`src/design/sched_pkg.sv`:
```
package sched_pkg;

    // warp-control opcodes carried on ctl_op
    typedef enum logic [1:0] {
        CTL_TMC    = 2'd0,
        CTL_WSPAWN = 2'd1,
        CTL_BAR    = 2'd2
    } ctl_op_t;

    // four-phase handshake states of the dispatch side
    typedef enum logic [1:0] {
        DS_IDLE    = 2'd0,
        DS_REQ     = 2'd1,
        DS_RELEASE = 2'd2
    } dispatch_state_t;

    // pc advance per issued instruction
    localparam logic [31:0] PC_STEP = 32'd4;

endpackage

```
`src/design/warp_table.sv`:
```
`timescale 1ns/100ps

module warp_table #(
    parameter NUM_WARPS   = 4,
    parameter NUM_THREADS = 4,
    parameter PC_BITS     = 32,
    parameter START_PC    = 32'h80000000,
    localparam NW_BITS    = (NUM_WARPS > 1) ? $clog2(NUM_WARPS) : 1
) (
    input  logic                                  clk,
    input  logic                                  reset,
    input  logic                                  unlock_valid,
    input  logic [NW_BITS-1:0]                    unlock_wid,
    input  logic                                  br_valid,
    input  logic [NW_BITS-1:0]                    br_wid,
    input  logic                                  br_taken,
    input  logic [PC_BITS-1:0]                    br_dest,
    input  logic                                  ctl_valid,
    input  sched_pkg::ctl_op_t                    ctl_op,
    input  logic [NW_BITS-1:0]                    ctl_wid,
    input  logic [NUM_THREADS-1:0]                ctl_tmask,
    input  logic [NUM_WARPS-1:0]                  ctl_wmask,
    input  logic [PC_BITS-1:0]                    ctl_pc,
    input  logic                                  bar_release_valid,
    input  logic [NUM_WARPS-1:0]                  bar_release_mask,
    input  logic                                  issue_valid,
    input  logic [NW_BITS-1:0]                    issue_wid,
    output logic [NUM_WARPS-1:0]                  ready_mask,
    output logic [NUM_WARPS-1:0][PC_BITS-1:0]     pc_table,
    output logic [NUM_WARPS-1:0][NUM_THREADS-1:0] tmask_table,
    output logic                                  active_any
);
    import sched_pkg::*;

    logic [NUM_WARPS-1:0]                  active;
    logic [NUM_WARPS-1:0]                  active_n;
    logic [NUM_WARPS-1:0]                  stalled;
    logic [NUM_WARPS-1:0]                  stalled_n;
    logic [NUM_WARPS-1:0][PC_BITS-1:0]     pcs_n;
    logic [NUM_WARPS-1:0][NUM_THREADS-1:0] tmasks_n;

    always_comb begin
        active_n  = active;
        stalled_n = stalled;
        pcs_n     = pc_table;
        tmasks_n  = tmask_table;

        if (unlock_valid) begin
            stalled_n[unlock_wid] = 1'b0;
        end

        if (br_valid) begin
            if (br_taken) begin
                pcs_n[br_wid] = br_dest;
            end
            stalled_n[br_wid] = 1'b0;
        end

        if (ctl_valid) begin
            case (ctl_op)
                CTL_TMC: begin
                    // an empty mask retires the warp
                    tmasks_n[ctl_wid]  = ctl_tmask;
                    active_n[ctl_wid]  = (ctl_tmask != '0);
                    stalled_n[ctl_wid] = 1'b0;
                end
                CTL_WSPAWN: begin
                    for (int i = 0; i < NUM_WARPS; i++) begin
                        if (ctl_wmask[i]) begin
                            active_n[i] = 1'b1;
                            pcs_n[i]    = ctl_pc;
                            tmasks_n[i] = NUM_THREADS'(1);
                        end
                    end
                    stalled_n[ctl_wid] = 1'b0;
                end
                default: begin
                    // barrier, caller waits for the release mask
                end
            endcase
        end

        if (bar_release_valid) begin
            stalled_n = stalled_n & ~bar_release_mask;
        end

        // issue wins, so the warp is stalled before the next pick
        if (issue_valid) begin
            stalled_n[issue_wid] = 1'b1;
            pcs_n[issue_wid]     = pc_table[issue_wid] + PC_BITS'(PC_STEP);
        end
    end

    always_ff @(posedge clk) begin
        if (reset) begin
            active         <= '0;
            stalled        <= '0;
            pc_table       <= '0;
            tmask_table    <= '0;
            // warp 0 starts alone on thread 0
            active[0]      <= 1'b1;
            pc_table[0]    <= PC_BITS'(START_PC);
            tmask_table[0] <= NUM_THREADS'(1);
        end else begin
            active      <= active_n;
            stalled     <= stalled_n;
            pc_table    <= pcs_n;
            tmask_table <= tmasks_n;
        end
    end

    assign ready_mask = active & ~stalled;
    assign active_any = |active;

endmodule

```
`src/design/barrier_unit.sv`:
```
`timescale 1ns/100ps

module barrier_unit #(
    parameter NUM_WARPS    = 4,
    parameter NUM_BARRIERS = 2,
    localparam NW_BITS     = (NUM_WARPS > 1) ? $clog2(NUM_WARPS) : 1,
    localparam NB_BITS     = (NUM_BARRIERS > 1) ? $clog2(NUM_BARRIERS) : 1
) (
    input  logic                 clk,
    input  logic                 reset,
    input  logic                 ctl_valid,
    input  sched_pkg::ctl_op_t   ctl_op,
    input  logic [NW_BITS-1:0]   ctl_wid,
    input  logic [NB_BITS-1:0]   ctl_bar_id,
    input  logic [NW_BITS-1:0]   ctl_bar_size_m1,
    output logic                 bar_release_valid,
    output logic [NUM_WARPS-1:0] bar_release_mask
);
    import sched_pkg::*;

    logic [NUM_BARRIERS-1:0][NW_BITS-1:0]   bar_cnt;
    logic [NUM_BARRIERS-1:0][NUM_WARPS-1:0] bar_wait;
    logic [NUM_WARPS-1:0]                   arrived_mask;
    logic                                   bar_op;
    logic                                   bar_done;

    // waiting warps of the addressed barrier plus the caller
    always_comb begin
        arrived_mask          = bar_wait[ctl_bar_id];
        arrived_mask[ctl_wid] = 1'b1;
    end

    assign bar_op   = ctl_valid && (ctl_op == CTL_BAR);
    assign bar_done = bar_op && (bar_cnt[ctl_bar_id] == ctl_bar_size_m1);

    always_ff @(posedge clk) begin
        if (reset) begin
            bar_cnt           <= '0;
            bar_wait          <= '0;
            bar_release_valid <= 1'b0;
        end else begin
            bar_release_valid <= bar_done;
            if (bar_done) begin
                bar_cnt[ctl_bar_id]  <= '0;
                bar_wait[ctl_bar_id] <= '0;
            end else if (bar_op) begin
                bar_cnt[ctl_bar_id]  <= bar_cnt[ctl_bar_id] + NW_BITS'(1);
                bar_wait[ctl_bar_id] <= arrived_mask;
            end
        end
    end

    // release mask only means something while bar_release_valid is high
    always_ff @(posedge clk) begin
        if (bar_done) begin
            bar_release_mask <= arrived_mask;
        end
    end

endmodule

```
`src/design/dispatch_fsm.sv`:
```
`timescale 1ns/100ps

module dispatch_fsm #(
    parameter NUM_WARPS   = 4,
    parameter NUM_THREADS = 4,
    parameter PC_BITS     = 32,
    localparam NW_BITS    = (NUM_WARPS > 1) ? $clog2(NUM_WARPS) : 1
) (
    input  logic                                  clk,
    input  logic                                  reset,
    input  logic [NUM_WARPS-1:0]                  ready_mask,
    input  logic [NUM_WARPS-1:0][PC_BITS-1:0]     pc_table,
    input  logic [NUM_WARPS-1:0][NUM_THREADS-1:0] tmask_table,
    input  logic                                  sched_ack,
    output logic                                  issue_valid,
    output logic [NW_BITS-1:0]                    issue_wid,
    output logic                                  sched_req,
    output logic [NW_BITS-1:0]                    sched_wid,
    output logic [PC_BITS-1:0]                    sched_pc,
    output logic [NUM_THREADS-1:0]                sched_tmask
);
    import sched_pkg::*;

    dispatch_state_t    state;
    dispatch_state_t    state_n;
    logic [NW_BITS-1:0] pick_wid;

    // lowest ready index wins
    always_comb begin
        pick_wid = '0;
        for (int i = NUM_WARPS - 1; i >= 0; i--) begin
            if (ready_mask[i]) begin
                pick_wid = NW_BITS'(i);
            end
        end
    end

    assign issue_valid = (state == DS_IDLE) && (ready_mask != '0);
    assign issue_wid   = pick_wid;

    always_comb begin
        state_n = state;
        case (state)
            DS_IDLE: begin
                if (issue_valid) begin
                    state_n = DS_REQ;
                end
            end
            DS_REQ: begin
                // no ack means we simply keep requesting
                if (sched_ack) begin
                    state_n = DS_RELEASE;
                end
            end
            DS_RELEASE: begin
                if (!sched_ack) begin
                    state_n = DS_IDLE;
                end
            end
            default: begin
                state_n = DS_IDLE;
            end
        endcase
    end

    always_ff @(posedge clk) begin
        if (reset) begin
            state <= DS_IDLE;
        end else begin
            state <= state_n;
        end
    end

    // held stable from latch until the handshake completes
    always_ff @(posedge clk) begin
        if (issue_valid) begin
            sched_wid   <= pick_wid;
            sched_pc    <= pc_table[pick_wid];
            sched_tmask <= tmask_table[pick_wid];
        end
    end

    assign sched_req = (state == DS_REQ);

endmodule

```
`src/design/pending_counter.sv`:
```
`timescale 1ns/100ps

module pending_counter #(
    parameter PENDING_BITS = 4
) (
    input  logic clk,
    input  logic reset,
    input  logic issue_valid,
    input  logic commit_valid,
    input  logic active_any,
    output logic busy
);

    logic [PENDING_BITS-1:0] pending;

    // instructions issued but not yet committed
    always_ff @(posedge clk) begin
        if (reset) begin
            pending <= '0;
        end else if (issue_valid && !commit_valid) begin
            pending <= pending + PENDING_BITS'(1);
        end else if (commit_valid && !issue_valid) begin
            pending <= pending - PENDING_BITS'(1);
        end
    end

    // one cycle behind its condition
    always_ff @(posedge clk) begin
        if (reset) begin
            busy <= 1'b0;
        end else begin
            busy <= active_any || (pending != '0);
        end
    end

endmodule

```
`src/design/warp_scheduler.sv`:
```
`timescale 1ns/100ps

module warp_scheduler #(
    parameter NUM_WARPS    = 4,
    parameter NUM_THREADS  = 4,
    parameter NUM_BARRIERS = 2,
    parameter PC_BITS      = 32,
    parameter PENDING_BITS = 4,
    parameter START_PC     = 32'h80000000,
    localparam NW_BITS     = (NUM_WARPS > 1) ? $clog2(NUM_WARPS) : 1,
    localparam NB_BITS     = (NUM_BARRIERS > 1) ? $clog2(NUM_BARRIERS) : 1
) (
    input  logic                   clk,
    input  logic                   reset,
    input  logic                   unlock_valid,
    input  logic [NW_BITS-1:0]     unlock_wid,
    input  logic                   br_valid,
    input  logic [NW_BITS-1:0]     br_wid,
    input  logic                   br_taken,
    input  logic [PC_BITS-1:0]     br_dest,
    input  logic                   ctl_valid,
    input  sched_pkg::ctl_op_t     ctl_op,
    input  logic [NW_BITS-1:0]     ctl_wid,
    input  logic [NUM_THREADS-1:0] ctl_tmask,
    input  logic [NUM_WARPS-1:0]   ctl_wmask,
    input  logic [PC_BITS-1:0]     ctl_pc,
    input  logic [NB_BITS-1:0]     ctl_bar_id,
    input  logic [NW_BITS-1:0]     ctl_bar_size_m1,
    input  logic                   commit_valid,
    input  logic                   sched_ack,
    output logic                   sched_req,
    output logic [NW_BITS-1:0]     sched_wid,
    output logic [PC_BITS-1:0]     sched_pc,
    output logic [NUM_THREADS-1:0] sched_tmask,
    output logic                   busy
);

    logic                                  issue_valid;
    logic [NW_BITS-1:0]                    issue_wid;
    logic [NUM_WARPS-1:0]                  ready_mask;
    logic [NUM_WARPS-1:0][PC_BITS-1:0]     pc_table;
    logic [NUM_WARPS-1:0][NUM_THREADS-1:0] tmask_table;
    logic                                  bar_release_valid;
    logic [NUM_WARPS-1:0]                  bar_release_mask;
    logic                                  active_any;

    warp_table #(
        .NUM_WARPS   (NUM_WARPS),
        .NUM_THREADS (NUM_THREADS),
        .PC_BITS     (PC_BITS),
        .START_PC    (START_PC)
    ) warp_table_i (
        .clk               (clk),
        .reset             (reset),
        .unlock_valid      (unlock_valid),
        .unlock_wid        (unlock_wid),
        .br_valid          (br_valid),
        .br_wid            (br_wid),
        .br_taken          (br_taken),
        .br_dest           (br_dest),
        .ctl_valid         (ctl_valid),
        .ctl_op            (ctl_op),
        .ctl_wid           (ctl_wid),
        .ctl_tmask         (ctl_tmask),
        .ctl_wmask         (ctl_wmask),
        .ctl_pc            (ctl_pc),
        .bar_release_valid (bar_release_valid),
        .bar_release_mask  (bar_release_mask),
        .issue_valid       (issue_valid),
        .issue_wid         (issue_wid),
        .ready_mask        (ready_mask),
        .pc_table          (pc_table),
        .tmask_table       (tmask_table),
        .active_any        (active_any)
    );

    barrier_unit #(
        .NUM_WARPS    (NUM_WARPS),
        .NUM_BARRIERS (NUM_BARRIERS)
    ) barrier_unit_i (
        .clk               (clk),
        .reset             (reset),
        .ctl_valid         (ctl_valid),
        .ctl_op            (ctl_op),
        .ctl_wid           (ctl_wid),
        .ctl_bar_id        (ctl_bar_id),
        .ctl_bar_size_m1   (ctl_bar_size_m1),
        .bar_release_valid (bar_release_valid),
        .bar_release_mask  (bar_release_mask)
    );

    dispatch_fsm #(
        .NUM_WARPS   (NUM_WARPS),
        .NUM_THREADS (NUM_THREADS),
        .PC_BITS     (PC_BITS)
    ) dispatch_fsm_i (
        .clk         (clk),
        .reset       (reset),
        .ready_mask  (ready_mask),
        .pc_table    (pc_table),
        .tmask_table (tmask_table),
        .sched_ack   (sched_ack),
        .issue_valid (issue_valid),
        .issue_wid   (issue_wid),
        .sched_req   (sched_req),
        .sched_wid   (sched_wid),
        .sched_pc    (sched_pc),
        .sched_tmask (sched_tmask)
    );

    pending_counter #(
        .PENDING_BITS (PENDING_BITS)
    ) pending_counter_i (
        .clk          (clk),
        .reset        (reset),
        .issue_valid  (issue_valid),
        .commit_valid (commit_valid),
        .active_any   (active_any),
        .busy         (busy)
    );

endmodule

```
`config.mk`:
```
export PLATFORM = sky130hd
export DESIGN_NAME = warp_scheduler
export DESIGN_NICKNAME = d
export VERILOG_FILES = /design/src/design/sched_pkg.sv /design/src/design/warp_table.sv /design/src/design/barrier_unit.sv /design/src/design/dispatch_fsm.sv /design/src/design/pending_counter.sv /design/src/design/warp_scheduler.sv
export SDC_FILE = /design/constraint.sdc
export NUM_CORES = 1
export LEC_CHECK = 0
export BUFFER_PORTS_ARGS = -buffer_cell sky130_fd_sc_hd__buf_2
export CAP_MARGIN = 30
export CORE_UTILIZATION = 45
export CTS_CLUSTER_SIZE = 20
export DETAILED_ROUTE_END_ITERATION = 8
export PLACE_DENSITY = 0.59
export SLEW_MARGIN = 20
export SYNTH_ARGS = -nofsm -noshare
export SYNTH_HDL_FRONTEND = slang
export SYNTH_HIERARCHICAL = 1
export SYNTH_SLANG_ARGS = --single-unit
```
`constraint.sdc`:
```
create_clock -name clk -period 9.15 [get_ports clk]
set_input_delay 1.3725 -clock clk [delete_from_list [all_inputs] [get_ports clk]]
set_output_delay 1.3725 -clock clk [all_outputs]
set_load 0.01 [all_outputs]
```
==> results by group, run 1 <==
Clock tree
  – Cts bufs inserted: 26
  – Post-CTS Hold Fix Bufs: 0
  – H-Tree Level Count: 1
  – Post-CTS Setup Bufs: 0
  – Reg clk slew, reported paths: 60 ps
  – Clock Latency Late Sink: 540 ps
  – Root Buffer: clkbuf_16
  – Post-cts gate resize count: 0
  – CTS tree: done
  – CTS Buffer Depth: 3
  – Clk sinks: 214

Critical path
  – CP Launch Type: flip-flop
  – Critical path type: reg -> reg
  – Element type at the critical path end: flip-flop
  – Reg2reg end: warp_table_i/pc_table[26]
  – Critical path arrival: 4760 ps
  – Critical Path RT: 9580 ps
  – Reg2reg setup slack: 4810 ps
  – Crit-path max FO: 39
  – CP startpoint: warp_table_i/active[2]
  – FF-to-FF path depth: 13
  – Reg2reg start: warp_table_i/active[2]

Place
  – Post-placement cell count: 1991
  – Port buffer count: 130
  – Detailed Place HPWL: 27400 um
  – GP Congestion: 0.873

Drt
  – Initial DRC Count: 1164
  – Drt drc: 0
  – Via/cell ratio: 6.20
  – Drt pass-1 iters: 7
  – Routed vias: 12600
  – Drt wl/cell: 21.9 um
  – DRT antenna net count: 0
  – Final WL: 44700 um

Final layout
  – Area Growth Syn to Fin: 12.5%
  – Antenna cells: 0
  – Layout cells sized above 1: 0.191
  – Finished Layout Cells: 2039
  – Final nets: 1732

Global routing
  – First-pass GRT wire length: 69400 um
  – Initial antenna violation count: 1
  – Largest net degree at the start of global routing: 89
  – Grt total ovfl: 0
  – Number of global-route vias before repair: 12000
  – Total track usage: 0.291

Yosys
  – Cell with the most instances after synthesis: nor2_1
  – Synth cell count leaders: nor2_1 (224), dfxtp_1 (172), a21oi_1 (167)
  – Netlist cell types: 78
  – Synth area leaders: dfxtp_1 (26%), mux2i_1 (9.4%), edfxtp_1 (9.4%)
  – Post-Syn Area: 13400 um^2
  – Yosys top cell by area: dfxtp_1
  – Syn_nets: 1673
  – Post-synth top area share: 0.256
  – EDFF count, synth: 42
  – Synth Warn #: 6
  – Post-synth ARST share: 0
  – Avg Cell Area, Syn: 8.52 um^2
  – Syn Inst Count: 1577
  – Sequential area share after synthesis: 0.350
  – Synthesized flop and latch total: 214
  – Synth Flop Type: dfxtp_1

Power
  – Maximum vdd drop: 0.000116 V
  – Total power: 2730 uW
  – LEAKAGE: 0.00622 uW
  – Pwr Density: 180 nW/um^2

STA
  – Worst-Margin Slew: 943 ps
  – Clk_skew: 8.43 ps
  – Unrepaired setup endpoints after global routing: false
  – Final hold vios: 0
  – Max Clock Freq: 231 MHz
  – Slew HR: 0.369
  – Total Neg Setup Slack: 0 ps
  – Final critical-path required period: 4340 ps
  – Final setup fails: 0
  – Max Slew Vio Count: 0
  – Period utilisation layout: 0.474

Floorplan
  – Die Ht: 175 um
  – Core ar.: 29000 um^2
  – Initial core utilization: 0.463
  – Std cell rows: 62
  – Die Wd: 175 um
  – Boundary Pins: 131
  – Die area: 30600 um^2

Worst hold path
  – Startpoint of the worst hold path: barrier_unit_i/bar_wait[5]
  – Hold Path End: barrier_unit_i/bar_wait[5]
  – Hold crit path type: reg -> reg
  – WHS Path Cells: 2

Outcome
  – Status: finished clean

Job
  – Max Cap Viol: 0
==> layout make-up <==
cell class                 instances  area, um^2
fill                            2779       13900
multi-input combinational       1183        8050
sequential                       214        4700
timing repair buffer             154         853
clock buffer                      41         778
tap                              384         480
inverter                          57         214
clock inverter                     6        33.8
==> worst max path at each step <==
| stage | endpoint | slack, ps | cells past startpoint |
|---|---|---|---|
| final | warp_table_i/pc_table[26] | 4810 | 13 |
| after global routing | warp_table_i/pc_table[26] | 4540 | 11 |
| after CTS | warp_table_i/pc_table[26] | 4810 | 13 |
| after detailed placement | warp_table_i/pc_table[26] | 4840 | 11 |
| after global placement | warp_table_i/pc_table[26] | 4970 | 13 |
| after floorplan | pending_counter_i/pending[3] | 3500 | 12 |
==> layout by cell type (no fill, tap or decap), types with 26 or more instances in the layout <==
cell type	instances
o22ai_1	39
inv_1	39
nand2_1	150
edfxtp_1	42
a211oi_1	36
buf_2	129
clkbuf_16	27
a21oi_1	167
dfxtp_1	172
nor2_1	221
mux4_2	26
o21ai_0	57
a221o_1	41
mux2i_1	126
o22ai_2	30
nand3_1	26
o211ai_1	42
==> routing by layer <==
metal | vias up | global-route usage | part of all wire | wire length [um]
li1 | 5933 | - | - | -
met1 | 6049 | 0.407 | 0.44 | 19700
met2 | 581 | 0.463 | 0.46 | 20400
met3 | 80 | 0.0413 | 0.081 | 3600
met4 | 2 | 0.0866 | 0.023 | 1010
met5 | - | 0 | 0.00029 | 13
==> critical path, stage by stage (launching register included) <==
cell	delay [ps]
dfxtp_1	350
nor2b_4	150
buf_4	500
inv_1	80
a21oi_1	240
nor2_4	40
buf_4	370
mux4_2	540
ha_1	310
nand4_4	190
nor4_4	670
nand2_1	270
and3_1	240
a211o_1	250
==> registers in the layout (all words and copies together), names as in the netlist <==
register	count
barrier_unit_i/bar_wait	8
dispatch_fsm_i/sched_wid	2
barrier_unit_i/bar_release_mask	4
pending_counter_i/pending	4
warp_table_i/pc_table	128
warp_table_i/tmask_table	16
warp_table_i/active	4
pending_counter_i/busy	1
barrier_unit_i/bar_release_valid	1
dispatch_fsm_i/state	2
dispatch_fsm_i/sched_pc	32
barrier_unit_i/bar_cnt	4
warp_table_i/stalled	4
dispatch_fsm_i/sched_tmask	4
==> logic make-up (layout without fill, tap and decap cells) <==
kind of cell               count (synthesis)  after routing  synth area share
and+or+nand+nor                          529            529             0.184
DFF                                      214            214             0.350
xor gates and xnor gates                  24             24            0.0176
muxes                                    159            159             0.149
AOI/OAI and AO/OA                        466            466             0.237
adders and majority gates                  5              5           0.00521
buffers and inverters                    180            258            0.0568
==> metrics by stage <==
stage / area (um^2) / util / setup WS, ps / hold WS (ps)
after floorplan: 13400 / - / 3500 / 432
after global placement: 14300 / 0.492 / 4970 / 442
after detailed placement: 14300 / 0.492 / 4840 / 457
after CTS: 15100 / 0.520 / 4810 / 463
after global routing: 15100 / 0.521 / 4540 / 490
final: 15100 / 0.521 / 4810 / 457
==> report_power, final <==
part	switching [uW]	total, uW	internal, uW	leakage, uW
sequential	59.0	1120	1060	0.00182
clock	414	994	580	0.000400
combinational	372	610	238	0.00400
No activity file was read; power rests on OpenSTA's default activity.
==> inputs of run 2 (changes only) <==
Settings changed: ABC_AREA set to 1.
Clock period 9.15 ns to 4.2 ns, I/O delays scaled along.
==> run 2 against run 1 <==
Compared with the run above: setup slack got worse by 4000 ps; global-route usage rose by 3.2 points; clock power rose by 130%; clock-buffer cell count did not move; combinational power rose to 3.6 times the previous value; critical path depth rose by 6; non-clock buffer count rose by 9; sequential cell count did not move; power rose to 2.6 times the previous value; largest cell class unchanged; worst hold slack got worse by 69 ps; via count rose by 31%.
==> results by group, run 2 <==
Place
  – GP Congestion: 0.953 (+9.1%)
  – Port buffer count: 130 (unchanged)
  – DP Area: 15800 um^2 (+11%)
  – Detailed Place HPWL: 34800 um (+27%)

Floorplan
  – Die Wd: 185 um (+5.7%)
  – Boundary Pins: 131 (unchanged)
  – Std cell rows: 66 (+6.5%)
  – Initial core utilization: 0.460 (-0.00353)
  – Die Ht: 185 um (+5.7%)
  – Core ar.: 32700 um^2 (+13%)
  – Die area: 34100 um^2 (+12%)

Yosys
  – EDFF count, synth: 42 (unchanged)
  – Post-synth top area share: 0.229 (-0.0272)
  – Yosys top cell by area: dfxtp_1
  – Cell with the most instances after synthesis: nand2_1
  – Post-synth ARST share: 0 (unchanged)
  – Sequential area share after synthesis: 0.313 (-0.0371)
  – Syn Inst Count: 2518 (+60%)
  – Synth area leaders: dfxtp_1 (23%), nand2_1 (19%), inv_1 (10%)
  – Syn_nets: 2614 (+56%)
  – Netlist cell types: 46 (-41%)
  – Synth cell count leaders: nand2_1 (766), inv_1 (413), nand3_1 (283)
  – Avg Cell Area, Syn: 5.97 um^2 (-30%)
  – Synth Flop Type: dfxtp_1
  – Synth Warn #: 6 (unchanged)
  – Post-Syn Area: 15000 um^2 (+12%)
  – Synthesized flop and latch total: 214 (unchanged)

Drt
  – Drt wl/cell: 18.2 um (-17%)
  – Initial DRC Count: 1599 (+37%)
  – Drt drc: 0 (unchanged)
  – Routed vias: 16600 (+31%)
  – Drt pass-1 iters: 6 (-1)
  – Final WL: 55100 um (+23%)
  – DRT antenna net count: 0 (unchanged)
  – Via/cell ratio: 5.47 (-12%)

Power
  – Sw frac: 0.365 (+0.0553)
  – Pint: 4560 uW (+140%)
  – NetSw: 2630 uW (+210%)
  – Pwr Density: 431 nW/um^2 (+140%)
  – Combinational share of power: 0.308 (+0.084)
  – LEAKAGE: 0.00811 uW (+30%)
  – Maximum vdd drop: 0.000312 V (+170%)
  – Clock power share: 0.322 (-0.043)
  – Part of the power in registers: 0.370 (-0.042)

Clock tree
  – CTS tree: done
  – H-Tree Level Count: 1 (unchanged)
  – Post-CTS Setup Bufs: 0 (unchanged)
  – Clk sinks: 214 (unchanged)
  – Post-cts gate resize count: 0 (unchanged)
  – Clock Latency Late Sink: 550 ps (about the same)
  – Cts bufs inserted: 26 (unchanged)
  – Root Buffer: clkbuf_16
  – Post-CTS Hold Fix Bufs: 0 (unchanged)
  – Reg clk slew, reported paths: 60 ps (about the same)
  – CTS Buffer Depth: 3 (unchanged)

Critical path
  – Crit-path max FO: 35 (-10%)
  – CP Launch Type: flip-flop
  – Reg2reg start: warp_table_i/active[2]
  – CP top delay family: simple AND/OR/NAND/NOR gates
  – Cells along the critical path: inv_1, nor2_1, nor2_2, nor2_2, nand2_4, clkinv_4, inv_2, buf_4, nand2_1, nand2_1, nand2_1, nor2_1, nand2_1, nor2_1, nand2_1, nand2_1, nand3_1, nand2_1, inv_1
  – CP Buf/Inv Count: 5 (+2)
  – Slowest CP cell: buf_4
  – FF-to-FF path depth: 19 (+6)
  – Reg2reg end: warp_table_i/pc_table[124]
  – Critical path type: reg -> reg
  – Critical path arrival: 3840 ps (-920 ps)
  – Element type at the critical path end: flip-flop
  – Cell mode on critical path: nand2_1
  – Reg2reg setup slack: 810 ps (-4000 ps)
  – Crit. path cell count: 19 (+6)
  – Max stage delay on crit path: 410 ps (-260 ps)
  – Critical Path RT: 4640 ps (-4940 ps)

STA
  – Total Neg Setup Slack: 0 ps (unchanged)
  – Period utilisation layout: 0.808 (+0.334)
  – Max Slew Vio Count: 0 (unchanged)
  – Final setup fails: 0 (unchanged)
  – Max Clock Freq: 295 MHz (+28%)
  – Final critical-path required period: 3390 ps (-946 ps)
  – Slew HR: 0.364 (-0.00465)
  – Final hold vios: 0 (unchanged)
  – Clk_skew: 12.3 ps (+3.88 ps)
  – Worst-Margin Slew: 954 ps (+10.5 ps)
  – Unrepaired setup endpoints after global routing: false

Global routing
  – Total track usage: 0.323 (+0.0324)
  – Largest net degree at the start of global routing: 73 (-18%)
  – Grt total ovfl: 0 (unchanged)
  – Initial antenna violation count: 4 (+3)
  – First-pass GRT wire length: 85300 um (+23%)
  – Number of global-route vias before repair: 15300 (+27%)

Job
  – Max Cap Viol: 0 (unchanged)

Final layout
  – Fillers: 3445 (+24%)
  – Biggest regs: warp_table_i/pc_table x128, dispatch_fsm_i/sched_pc x32, warp_table_i/tmask_table x16
  – Commonest non-fill, non-tap cell in the layout: nand2_1
  – Multi-input gate area: 8020 um^2 (-0.45%)
  – Max reg flops: 128 (unchanged)
  – Layout cells sized above 1: 0.100 (-0.0909)
  – Register area: 4700 um^2 (unchanged)
  – Finished Cell Area: 16700 um^2 (+10%)
  – Most frequent cells in the layout: nand2_1 (764), inv_1 (409), nand3_1 (283), o21ai_0 (226), a21oi_1 (214)
  – Area Growth Syn to Fin: 11.0%
  – Biggest register: warp_table_i/pc_table
  – Final nets: 2666 (+54%)

Worst hold path
  – Hold crit path type: in -> reg
  – Startpoint of the worst hold path: ctl_pc[4]
  – Hold Path End: warp_table_i/pc_table[36]
  – WHS Path Cells: 3 (+1)

Outcome
  – Status: finished clean
[run 2: changes by cell type after synthesis, sizes merged, moves of 22 or more]
cell / delta
nand3: +255
a21oi: +46
o21ai: +180
buf: +22
mux2i: -127
inv: +367
nor3: -26
a211oi: -37
nor2: -107
mux4: -30
a221o: -41
nand2: +632
o22ai: -68
[run 2: final cells by class]
class                   instances  area share
well taps                     442      0.0332
clock buffers                  41      0.0485
clock inverters                 6     0.00338
multi-input cells            1738       0.480
flip-flops and latches        214       0.282
inverters                     427      0.0967
diodes                          4    0.000600
repair buffers                163      0.0552
[run 2: power groups by stage]
stage,sequential (uW),combinational (uW),clock [uW]
2_1_floorplan,2730,1460,0
3_3_place_gp,2700,2170,0
3_5_place_dp,2700,2190,0
4_1_cts,2660,2200,2350
5_1_grt,2700,2490,2430
6_report,2660,2210,2310
[run 2: worst max-delay path by stage]
stage,start,to
after floorplan,warp_table_i/active[0],warp_table_i/pc_table[72]
after global placement,ctl_op[1],warp_table_i/pc_table[8]
after detailed placement,ctl_op[1],warp_table_i/pc_table[8]
after CTS,warp_table_i/active[2],warp_table_i/pc_table[122]
after global routing,warp_table_i/active[3],warp_table_i/pc_table[122]
final,warp_table_i/active[2],warp_table_i/pc_table[124]
[run 2: worst register-to-register path, stage by stage (launching register included)]
cell and delay (ps):
dfxtp_1 310, inv_1 70, nor2_1 60, nor2_2 130
nor2_2 60, nand2_4 70, clkinv_4 270, inv_2 360
buf_4 410, nand2_1 100, nand2_1 240, nand2_1 130
nor2_1 210, nand2_1 150, nor2_1 250, nand2_1 90
nand2_1 130, nand3_1 120, nand2_1 90, inv_1 30
[run 2: cells by family after synthesis]
group,Yosys count,share of synthesized area
fa+ha+maj,5,0.00466
buf+inv,566,0.155
simple gates,1207,0.339
xor+xnor,8,0.00516
flops,214,0.313
compound gates,518,0.184
[run 2: stage by stage]
step	utilization	setup slack (ps)	instances	total power, uW	hold slack, ps
floorplan	-	1310	2518	4190	426
global placement	0.483	621	2983	4870	441
detailed placement	0.483	826	2984	4890	455
CTS	0.510	889	3031	7200	374
global route	0.510	530	3033	7620	400
finish	0.510	807	3035	7190	388
[run 2: metal layers]
metal  share of wire  vias up  track usage
met4           0.030        0        0.113
met1            0.43     7569        0.424
met5               0        -            0
met3           0.084      117       0.0369
li1                -     8127            -
met2            0.46      795        0.546
==> inputs of run 3 (changes only) <==
Clock period 4.2 ns to 3.3 ns, I/O delays scaled along.
==> run 3 against run 2 <==
Compared with the run above: the run now ends with DRC left; via count up 1.1%; clock skew is 6.8 ps higher; wire length rose by 1.1%; first-iteration DRC count is 2.8% higher; power grew 26%; final cell count grew 0.26%; combinational power is 31% higher; critical path type unchanged; critical endpoint is now warp_table_i/pc_table[121]; highest routed layer unchanged.
==> results by group, run 3 (synthesized netlist as in run 2, its figures left out) <==
Outcome
  – Status: finished with violations
  – Failing checks: DRC

STA
  – Final critical-path required period: 3060 ps (-328 ps)
  – Clk_skew: 19.1 ps (+6.77 ps)
  – Hold_ws: 223 ps (-165 ps)
  – Final hold vios: 0 (unchanged)
  – Slew HR: 0.325 (-0.0389)
  – Period utilisation layout: 0.929 (+0.121)
  – Max Clock Freq: 326 MHz (+11%)
  – Worst-Margin Slew: 1010 ps (+58.3 ps)
  – Fin worst setup slack: 236 ps (-572 ps)
  – Unrepaired setup endpoints after global routing: true
  – Max Slew Vio Count: 0 (unchanged)
  – Final setup fails: 0 (unchanged)

Floorplan
  – Std cell rows: 66 (unchanged)
  – Die Ht: 185 um (unchanged)
  – Initial core utilization: 0.460 (unchanged)
  – Boundary Pins: 131 (unchanged)
  – Core ar.: 32700 um^2 (unchanged)
  – Die Wd: 185 um (unchanged)
  – Die area: 34100 um^2 (unchanged)

Critical path
  – Reg2reg start: warp_table_i/active[1]
  – Slowest CP cell: dfxtp_1
  – CP top delay family: simple AND/OR/NAND/NOR gates
  – Critical path arrival: 3520 ps (-320 ps)
  – Element type at the critical path end: flip-flop
  – Critical Path RT: 3760 ps (-880 ps)
  – Critical path type: reg -> reg
  – CP startpoint: warp_table_i/active[1]
  – Crit-path max FO: 27 (-23%)
  – CP Buf/Inv Count: 5 (unchanged)
  – Max stage delay on crit path: 330 ps (-80 ps)
  – CP Launch Type: flip-flop
  – Cells along the critical path: inv_1, nor2_1, inv_1, nand2_4, nand2_4, inv_2, buf_6, nand2_1, nand2_1, nand2_1, nand2_2, nand2_2, nor2_1, nand2_1, nor2_4, nand2_1, nand2_1, nand3_1, nand2_1, inv_1
  – Cell mode on critical path: nand2_1

Global routing
  – Met3 usage: 0.0405 (+0.00356)
  – Number of global-route vias before repair: 15500 (+1.9%)
  – Grt met2 use: 0.532 (-0.0137)
  – Grt total ovfl: 0 (unchanged)
  – Met1 usage: 0.434 (+0.0106)
  – Most Crowded Layer GR: met2
  – Initial antenna violation count: 3 (-1)
  – Total track usage: 0.324 (+0.00119)
  – First-pass GRT wire length: 85900 um (+0.78%)
  – Largest net degree at the start of global routing: 99 (+36%)

Final layout
  – Fillers: 3495 (+1.5%)
  – Max reg flops: 128 (unchanged)
  – Final nets: 2675 (+0.34%)
  – Layout cells sized above 1: 0.102 (+0.00235)
  – Biggest regs: warp_table_i/pc_table x128, dispatch_fsm_i/sched_pc x32, warp_table_i/tmask_table x16
  – Commonest non-fill, non-tap cell in the layout: nand2_1
  – Finished Cell Area: 16800 um^2 (+0.53%)
  – Post-layout util: 0.513 (+0.00272)
  – Biggest register: warp_table_i/pc_table
  – Area Growth Syn to Fin: 11.6%
  – Most frequent cells in the layout: nand2_1 (763), inv_1 (411), nand3_1 (283), o21ai_0 (226), a21oi_1 (214)

Job
  – Max Cap Viol: 0 (unchanged)

Clock tree
  – Clk sinks: 214 (unchanged)
  – Post-CTS Setup Bufs: 0 (unchanged)
  – H-Tree Level Count: 1 (unchanged)
  – Cts bufs inserted: 27 (+3.8%)
  – Reg clk slew, reported paths: 60 ps (about the same)
  – CTS tree: done
  – Clock Latency Late Sink: 560 ps (about the same)
  – CTS Buffer Depth: 3 (unchanged)
  – Root Buffer: clkbuf_16

Place
  – Post-Place Worst Slack: 185 ps (-641 ps)
  – Detailed Place HPWL: 34700 um (-0.13%)
  – DP Area: 16000 um^2 (+0.93%)
  – Port buffer count: 130 (unchanged)
  – GP Congestion: 0.983 (+3.2%)

Drt
  – Routed vias: 16800 (+1.1%)
  – DRT antenna net count: 0 (unchanged)
  – Drt drc: 1 (+1)
  – Via/cell ratio: 5.52 (+0.81%)
  – Final WL: 55700 um (+1.1%)
  – Initial DRC Count: 1644 (+2.8%)
  – Drt wl/cell: 18.3 um (+0.84%)
  – Drt pass-1 iters: 8 (+2)

Power
  – Total power: 9030 uW (+26%)
  – LEAKAGE: 0.00815 uW (+0.53%)
  – Pwr Density: 539 nW/um^2 (+25%)
  – Maximum vdd drop: 0.000376 V (+20%)

Worst hold path
  – Startpoint of the worst hold path: sched_ack
  – Hold crit path type: in -> reg
==> run 3: timing repair <==
| action | in CTS | in global routing |
|---|---|---|
| hold buffers | 0 | 0 |
| gates resized for setup | 0 | 7 |
| setup endpoints to repair | 0 | 17 |
==> run 3: worst min-delay path: stages <==
cell     delay (ps)
buf_2            70
inv_1            40
nand2_1          60
a21oi_1          50
==> run 3: per-layer routing <==
metal | vias to the layer above | wire (um)
met5 | - | 0
met4 | 0 | 1660
met3 | 115 | 4890
met2 | 798 | 25100
met1 | 7747 | 24000
li1 | 8126 | -
==> run 3: through the flow <==
step	cells	TNS, ps
after detailed placement	2992	0
after floorplan	2518	0
after global routing	3041	-13.7
after CTS	3040	0
after global placement	2991	0
final	3043	0
==> run 3: worst paths after layout <==
| kind | end | slack, ps | depth (start not counted) |
|---|---|---|---|
| worst max-delay path | warp_table_i/pc_table[121] | 240 | 20 |
| worst min register to register | barrier_unit_i/bar_wait[1] | 450 | 2 |
| worst min-delay path | dispatch_fsm_i/state[0] | 220 | 4 |
| worst max register to register | warp_table_i/pc_table[121] | 240 | 20 |
==> run 3: report_power, final <==
| group | switching, uW | leakage (uW) | total, uW | internal, uW |
|---|---|---|---|---|
| registers | 237 | 0.00183 | 3390 | 3150 |
| clock network | 1220 | 0.000389 | 2760 | 1540 |
| logic | 1950 | 0.00593 | 2890 | 940 |
==> run 3: final cells by class <==
cell class	instances	area, um^2	area share
Multi-Input combinational cell	1738	8030	0.479
Antenna cell	3	7.51	0.000448
Clock inverter	9	42.5	0.00254
Tap cell	442	553	0.0330
Timing Repair Buffer	171	1080	0.0642
Clock buffer	39	741	0.0442
Sequential cell	214	4700	0.281
Inverter	427	1610	0.0962
